## config.mk

```make
export PLATFORM = sky130hd
export DESIGN_NAME = mesh_router
export DESIGN_NICKNAME = d
export VERILOG_FILES = /design/src/source/mesh_pkg.sv /design/src/source/mesh_router.sv
export SDC_FILE = /design/constraint.sdc
export NUM_CORES = 1
export LEC_CHECK = 0
export BUFFER_PORTS_ARGS = -buffer_cell sky130_fd_sc_hd__buf_2
export CORE_MARGIN = 3
export CORE_UTILIZATION = 33
export DETAILED_ROUTE_END_ITERATION = 8
export PLACE_DENSITY = 0.66
export SETUP_SLACK_MARGIN = 0.05
export SKIP_LAST_GASP = 1
export SYNTH_ARGS = -nofsm -noshare
export SYNTH_HDL_FRONTEND = slang
export SYNTH_SLANG_ARGS = --single-unit
```

## constraint.sdc

```tcl
create_clock -name clk -period 7.23 [get_ports clk]
set_clock_uncertainty 0.1 [all_clocks]
set_input_delay 0.3615 -clock clk [delete_from_list [all_inputs] [get_ports clk]]
set_output_delay 0.3615 -clock clk [all_outputs]
set_load 0.01 [all_outputs]
```

## src/source/mesh_pkg.sv

```systemverilog
//======================================================================
// mesh noc shared types
//======================================================================
`default_nettype none

package mesh_pkg;

  // grid size, fixed for the whole build
  localparam int num_tiles_x = 2;
  localparam int num_tiles_y = 2;
  localparam int io_row      = num_tiles_y; // host row just south of the grid

  localparam int num_dirs  = 5;
  localparam int mem_words = 256;

  typedef logic [0:0]  x_cord_t;
  typedef logic [1:0]  y_cord_t;  // wide enough for io_row
  typedef logic [7:0]  addr_t;    // word address inside one tile
  typedef logic [31:0] data_t;

  typedef logic [num_dirs-1:0] dir_vec_t; // one bit per router port
  typedef logic [2:0]          dir_idx_t; // port number, used by the arbiters

  typedef enum logic [1:0] {
    op_store = 2'd0,
    op_load  = 2'd1,
    op_resp  = 2'd2  // load data on its way back
  } pkt_op_e;

  // port numbering of every router
  typedef enum logic [2:0] {
    P = 3'd0,
    W = 3'd1,
    E = 3'd2,
    N = 3'd3,
    S = 3'd4
  } dir_e;

  typedef struct packed {
    pkt_op_e op;
    x_cord_t dest_x;
    y_cord_t dest_y;
    x_cord_t src_x;  // where a response goes back to
    y_cord_t src_y;
    addr_t   addr;
    data_t   data;
  } mesh_pkt_s;

  // forward half of a link, ready runs the other way
  typedef struct packed {
    logic      valid;
    mesh_pkt_s pkt;
  } mesh_link_s;

endpackage

`default_nettype wire

```

## src/source/mesh_router.sv

```systemverilog
//======================================================================
// five-port dimension-order mesh router
//======================================================================
`timescale 1ns/1ps
`default_nettype none

module mesh_router #(
  parameter mesh_pkg::x_cord_t my_x = '0,
  parameter mesh_pkg::y_cord_t my_y = '0
) (
  input  logic                                          clk,
  input  logic                                          arst_n_i,
  input  mesh_pkg::mesh_link_s [mesh_pkg::num_dirs-1:0] link_i,
  output mesh_pkg::dir_vec_t                            ready_o,
  output mesh_pkg::mesh_link_s [mesh_pkg::num_dirs-1:0] link_o,
  input  mesh_pkg::dir_vec_t                            ready_i
);

  mesh_pkg::mesh_pkt_s [mesh_pkg::num_dirs-1:0] buf_pkt_q;
  mesh_pkg::dir_vec_t                           buf_valid_q;

  mesh_pkg::dir_e     route     [mesh_pkg::num_dirs];
  mesh_pkg::dir_vec_t req       [mesh_pkg::num_dirs]; // req[out][in]
  mesh_pkg::dir_vec_t grant_vld;
  mesh_pkg::dir_idx_t grant_idx [mesh_pkg::num_dirs];
  mesh_pkg::dir_idx_t last_q    [mesh_pkg::num_dirs];
  mesh_pkg::dir_vec_t pop;

  // x first, then y, then deliver locally
  function automatic mesh_pkg::dir_e route_of(mesh_pkg::mesh_pkt_s pkt);
    mesh_pkg::dir_e dir;
    if (pkt.dest_x > my_x) dir = mesh_pkg::E;
    else if (pkt.dest_x < my_x) dir = mesh_pkg::W;
    else if (pkt.dest_y > my_y) dir = mesh_pkg::S;
    else if (pkt.dest_y < my_y) dir = mesh_pkg::N;
    else dir = mesh_pkg::P;
    return dir;
  endfunction

  always_comb begin
    for (int i = 0; i < mesh_pkg::num_dirs; i++) begin
      route[i] = route_of(buf_pkt_q[i]);
    end
  end

  always_comb begin
    for (int o = 0; o < mesh_pkg::num_dirs; o++) begin
      for (int i = 0; i < mesh_pkg::num_dirs; i++) begin
        req[o][i] = buf_valid_q[i] && (int'(route[i]) == o);
      end
    end
  end

  // round robin per output, search starts after the last winner
  always_comb begin
    int cand;
    cand      = 0;
    grant_vld = '0;
    pop       = '0;
    for (int o = 0; o < mesh_pkg::num_dirs; o++) begin
      grant_idx[o] = last_q[o];
      for (int k = 1; k <= mesh_pkg::num_dirs; k++) begin
        cand = int'(last_q[o]) + k;
        if (cand >= mesh_pkg::num_dirs) cand = cand - mesh_pkg::num_dirs;
        if (!grant_vld[o] && req[o][cand]) begin
          grant_vld[o] = 1'b1;
          grant_idx[o] = mesh_pkg::dir_idx_t'(cand);
        end
      end
      if (grant_vld[o] && ready_i[o]) pop[grant_idx[o]] = 1'b1;
    end
  end

  always_comb begin
    for (int o = 0; o < mesh_pkg::num_dirs; o++) begin
      link_o[o].valid = grant_vld[o];
      link_o[o].pkt   = buf_pkt_q[grant_idx[o]];
    end
  end

  assign ready_o = ~buf_valid_q | pop; // empty, or draining this edge

  always_ff @(posedge clk or negedge arst_n_i) begin
    if (!arst_n_i) begin
      buf_valid_q <= '0;
      for (int o = 0; o < mesh_pkg::num_dirs; o++) begin
        last_q[o] <= mesh_pkg::dir_idx_t'(mesh_pkg::num_dirs - 1); // P wins first
      end
    end else begin
      for (int i = 0; i < mesh_pkg::num_dirs; i++) begin
        if (ready_o[i]) buf_valid_q[i] <= link_i[i].valid;
      end
      for (int o = 0; o < mesh_pkg::num_dirs; o++) begin
        if (grant_vld[o] && ready_i[o]) begin
          last_q[o] <= grant_idx[o];
        end else if (grant_vld[o]) begin
          // a stalled winner is searched first next cycle
          last_q[o] <= (grant_idx[o] == '0) ? mesh_pkg::dir_idx_t'(mesh_pkg::num_dirs - 1)
                                           : grant_idx[o] - 1'b1;
        end
      end
    end
  end

  always_ff @(posedge clk) begin
    for (int i = 0; i < mesh_pkg::num_dirs; i++) begin
      if (ready_o[i] && link_i[i].valid) buf_pkt_q[i] <= link_i[i].pkt;
    end
  end

  for (genvar d = 0; d < mesh_pkg::num_dirs; d++) begin : g_chk
    // an offered packet stays put until the next hop takes it
    a_hold_stable: assert property (@(posedge clk) disable iff (!arst_n_i)
      link_o[d].valid && !ready_i[d] |=> link_o[d].valid && $stable(link_o[d].pkt));

    // S off the bottom row is the host row, every other edge is a dead end
    a_route_in_grid: assert property (@(posedge clk) disable iff (!arst_n_i)
      buf_valid_q[d] |->
        !((route[d] == mesh_pkg::W && my_x == '0) ||
          (route[d] == mesh_pkg::E && int'(my_x) == mesh_pkg::num_tiles_x - 1) ||
          (route[d] == mesh_pkg::N && my_y == '0)));
  end

endmodule

`default_nettype wire

```

Yosys cells after proc, flatten, opt, wreduce, memory -nomap -nowiden
Cells that the tools add are included.

word-level totals
  word-level logic and storage cells = 511
  register bits = 260
  input port bits = 252

cells by class
  mux-type cells = 210
  add/subtract/negate cells = 55
  equality and inequality tests = 20
  reduce and logical (&&, ||, !) cells = 95
  bitwise operators = 6
  magnitude comparators = 80

operators by type and width
  operator                                                       number
  < comparator 32 x 5 -> 1 bit, second input constant            25
  2-to-1 mux 32 bit                                              25
  binary-select mux 48 bit (select 3 bit)                        5
  2-to-1 mux 48 bit                                              5
  2-to-1 mux 3 bit                                               55
  subtractor 4 x 3 -> 5 bit, second input constant               25
  >= comparator 4 x 3 -> 1 bit, second input constant            25
  2-to-1 mux 1 bit                                               80
  binary-select mux 1 bit (select 3 bit)                         25
  logical AND 1 bit                                              60
  equality test 3 bit, second input constant                     15
  adder 3 x 2 -> 4 bit, second input constant                    10
  adder 3 x 3 -> 4 bit, second input constant                    10
  zero test 3 bit                                                10
  2-to-1 mux 5 bit                                               5
  OR 5 bit                                                       5
  adder 3 x 1 -> 4 bit, second input constant                    5
  zero test 1 bit                                                20
  < comparator 3 x 4 -> 1 bit, second input constant             5
  demux 1 bit (select 3 bit)                                     5
  equality test 3 x 2 -> 1 bit, second input constant            5
  >= comparator 3 x 1 -> 1 bit, second input constant            5
  subtractor 3 x 1 -> 3 bit, second input constant               5
  greater-than comparator 2 x 1 -> 1 bit, second input constant  5
  other kinds (6)                                                26

Longest topological paths before layout
  word-level depth = 38
  mapped depth = 20
  gate-level depth less buffers = 15

Least setup slack after synthesis
OpenSTA, ideal clock, no wires.

  path kind = register -> register
  start = register last_q[6] (netlist name)
  end = register buf_pkt_q[0] (netlist name) (enable)
  clock period less this slack = 6.766 ns
  setup slack = 0.464 ns
  stages on the path, launching flop included = 18
  data required time = 6.670 ns
  library setup time = 0.460 ns
  arrival time = 6.206 ns
  path through = dfrtp_1 > buf_2 > inv_1 > buf_2 > ha_1 > buf_6 > or4b_4 > o22ai_4 > inv_2 > o211a_2 > or4_4 > buf_6 > or3b_4 > a31o_1 > buf_6 > o31a_1 > o211a_1 > nor2b_1

on the way
  cells in the longest elaborated chain, start to end = 31
  elaborated cells between the ends (all ways) = 67
  those cells by class = add/sub (10); order compare (7); mux (35); bitwise (4); reduce/logical (11)

RTL lines
  what                                                                       line                text
  start, declared                                                            mesh_router.sv:26   mesh_pkg::dir_idx_t last_q [mesh_pkg::num_dirs];
  start signal, assigned by index                                            mesh_router.sv:87   last_q[o] <= mesh_pkg::dir_idx_t'(mesh_pkg::num_dirs - 1);
  start signal, assigned by index                                            mesh_router.sv:95   last_q[o] <= grant_idx[o];
  start signal, assigned by index                                            mesh_router.sv:98   last_q[o] <= (grant_idx[o] == '0) ? mesh_pkg::dir_idx_t'(mesh_pkg::num_dirs - 1)
  adder 3 x 1 -> 4 bit                                                       mesh_router.sv:63   cand = int'(last_q[o]) + k;
  subtractor 4 x 3 -> 5 bit or >= comparator 4 x 3 -> 1 bit (tied branches)  mesh_router.sv:64   if (cand >= mesh_pkg::num_dirs) cand = cand - mesh_pkg::num_dirs;
  2-to-1 mux 32 bit                                                          mesh_router.sv:64
  binary-select mux 1 bit (select 3 bit)                                     mesh_router.sv:65   if (!grant_vld[o] && req[o][cand]) begin
  2-to-1 mux 1 bit (not written as such) (2 in a row)                        mesh_router.sv:65
  2-to-1 mux 1 bit                                                           mesh_router.sv:65
  zero test 1 bit                                                            mesh_router.sv:65
  logical AND 1 bit                                                          mesh_router.sv:65
  (+14 left out)                                                             --
  OR 5 bit (no source line)                                                  --
  2-to-1 mux 5 bit *                                                         mesh_router.sv:70   if (grant_vld[o] && ready_i[o]) pop[grant_idx[o]] = 1'b1;
  OR 5 bit (no source line)                                                  --
  2-to-1 mux 5 bit *                                                         mesh_router.sv:70
  OR 5 bit (no source line)                                                  --
  2-to-1 mux 5 bit *                                                         mesh_router.sv:70
  OR 5 bit *                                                                 mesh_router.sv:81   assign ready_o = ~buf_valid_q | pop;
  logical AND 1 bit *                                                        mesh_router.sv:107  if (ready_o[i] && link_i[i].valid) buf_pkt_q[i] <= link_i[i].pkt;
  end signal, assigned by index                                              mesh_router.sv:107
  end, declared                                                              mesh_router.sv:19   mesh_pkg::mesh_pkt_s [mesh_pkg::num_dirs-1:0] buf_pkt_q;

Every way passes the cells marked *; elsewhere a longest branch is shown, timed or not. The select of a mux whose other input is x is not followed.
A chain may end at the register's enable or synchronous reset.

==> results.txt <==
status: finished, final reports clean
Area Overhead vs Synth: 35.56%
worst hold path type: in -> reg
drt pass-1 iters: 5
sequential share of the synthesized area: 0.4154
number of flops mapped to enable cells by yosys: 240
count of final max-slew check failures: 0
Remaining Overflow, GRT: 0
Final ANT Viol Nets: 0
nets: 2649
Avg Cell Area, Syn: 10.42 um2
startpoint type of the worst setup path: flop
endpoints failing hold: 0
chip height: 240.9 um
CTS tree: done
Setup CP Type: reg -> out
cell taking the most area after synthesis: edfxtp_1
Crit path largest cell delay: 0.62 ns
Post-Synthesis Cells: 1746
dominant synthesized flop cell: edfxtp_1
Worst Path Arrival: 6.14 ns
Worst-Margin Slew: 1.319 ns
CTS root buffer: clkbuf_16
CTS resizes: 0
# DRC: 0
CP Max Fanout: 16
most frequent cells in the layout: buf_2, dlygate4sd3_1, edfxtp_1
initial antenna violation count: 4
RSZ-0062 raised after global routing: no
clk slew on worst S/H paths: 0.06 ns
Peak Freq: 151.4 MHz
I/O Buffers: 497
synthesis-stage register bit count: 254
endpoint type of the worst setup path: primary output
setup TNS: 0 ns
post-CTS setup repair buffer count: 0
Longest Clk Path Bufs: 3
Tmin final: 6.605 ns
first-pass GRT wire length: 116800 um
largest net degree at the start of global routing: 55
iteration-0 DRC count of the detailed router: 1897
Top-Level Pins: 502
Post-synth ARST share: 0.05512
synth warn: 0
Sink Count: 254
Slew Limit Headroom: 0.1210
Wirelength per Cell: 26.22 um
die width: 240.9 um
Tcrit/Tclk final: 0.9136
Synth top area share: 0.3960
layout cell share with drive strength beyond 1: 0.3518
Setup-failing EPs final: 0
Mapped Area: 18200 um2
Max-Cap Viols: 0
critical-path cell list: inv_1, ha_1, or4b_1, o22ai_1, o21ai_0, mux2i_1, o211ai_1, nor4_1, a311oi_1, a21oi_4, buf_4, or2_2, buf_4, o22ai_1, a31o_2, buf_2
Via density: 5.934
Crit path required time: 6.77 ns
Core Util, Final: 0.4549
Final Wtd Congestion: 0.9238
number of global-route vias before repair: 18550
Total Routed Length: 80900 um
largest cells by area after synthesis: edfxtp_1, mux2_2, mux2i_1
routed via count: 18310
clock buffer count from CTS: 31
# fillers: 4946
Core Region: 54240 um2
htree depth: 1
total track usage: 0.2665
clk_lat worst skew: 0.60 ns
count of cell types in the netlist: 94
CP max stage cell: or4b_1
Starting Density: 0.3356
post-DP HPWL: 53890 um
most common cell after layout, fill and taps aside: buf_2
Die Area: 58010 um2
Row Count: 85
per-stage QoR:
step / area (um2) / hold WS, ns / setup WS (ns) / std cells
floorplan: 18210 / -0.03409 / 0.4640 / 1747
global placement: 21150 / 0.1854 / 1.382 / 2775
detailed placement: 21150 / 0.1932 / 1.324 / 2775
CTS: 24660 / 0.03471 / 0.6636 / 3081
global route: 24670 / 0.08456 / 0.2748 / 3084
finish: 24670 / 0.07061 / 0.6247 / 3085
cells in the mapped netlist, drive strengths merged (5+ instances only):
master and instances:
ha 37, o221ai 22, nor3 31, nor3b 7, mux2 157, xnor2 9
nor4b 7, nand3b 7, dfrtp 11, a21o 9, o21a 7, edfxtp 240
a211oi 17, a22oi 36, nand2 96, nor2b 15, nor2 106, buf 124
or2 7, a31oi 13, o22ai 72, or3 5, clkbuf 99, o21bai 6
mux2i 155, inv 22, o21ai 39, nand4 6, and2 15, o31a 7
o211ai 19, xor2 5, nand3 28, a2bb2oi 5, a21oi 102, a221oi 51
a31o 52, o31ai 8, nand2b 24
worst paths after layout:
kind                            slack [ns]       endpoint       start  cells past startpoint
min in group asynchronous             0.14     last_q[12]    arst_n_i                      2
worst min-delay path                  0.07      last_q[6]  ready_i[2]                      3
worst max register to register        1.31  buf_pkt_q[25]  last_q[13]                     15
worst max-delay path                  0.62     link_o[27]  last_q[13]                     16
max in group asynchronous             6.57      last_q[8]    arst_n_i                      2
worst min register to register        0.58     last_q[14]  last_q[14]                      2
sequential cells by signal, summed over array words and instances (netlist names):
register and count:
last_q 9, buf_pkt_q 240, buf_valid_q 5
per-layer routing:
| layer | track usage | part of all wire |
|---|---|---|
| met5 | 0 | 0 |
| met3 | 0.05622 | 0.094 |
| met4 | 0.1508 | 0.062 |
| met1 | 0.3202 | 0.37 |
| met2 | 0.4454 | 0.47 |
worst max-delay path, delay by kind of cell (launching register included):
family	cells	cell delay [ns]
AOI/OAI and AO/OA	7	1.40
adders and majority gates	1	0.54
buffers and inverters	4	1.09
DFF	1	0.57
muxes	1	0.30
and+or+nand+nor	3	1.62
kinds of logic (layout without fill, tap and decap cells):
family          count (synthesis)  count (layout)  share of synthesized area
compound gates                503             503                     0.1972
simple gates                  377             377                     0.1038
mux                           313             313                     0.1836
flops                         254             254                     0.4154
buf+inv                       247             885                    0.06716
fa+ha+maj                      37              37                    0.02543
xor+xnor                       14              14                   0.007150
other cells                     1               6                  0.0002060
timing repair:
item | in CTS | in global routing
setup endpoints to repair | 0 | 0
hold buffers | 248 | 0
hold endpoints to repair | 262 | 0
final cells by class:
type	count	area [um2]	area share
antenna	4	10.01	0.0004057
clock buffer	41	813.3	0.03296
clock inverter	17	222.7	0.009026
inverter	24	90.09	0.003651
multi-input combinational	1246	9575	0.3881
sequential	254	7561	0.3064
tap	696	870.8	0.03529
timing repair buffer	803	5530	0.2241
Power is left out: the tool's default activity adds up to more than one toggle a clock period on the data nets, which glitch-free logic cannot reach.
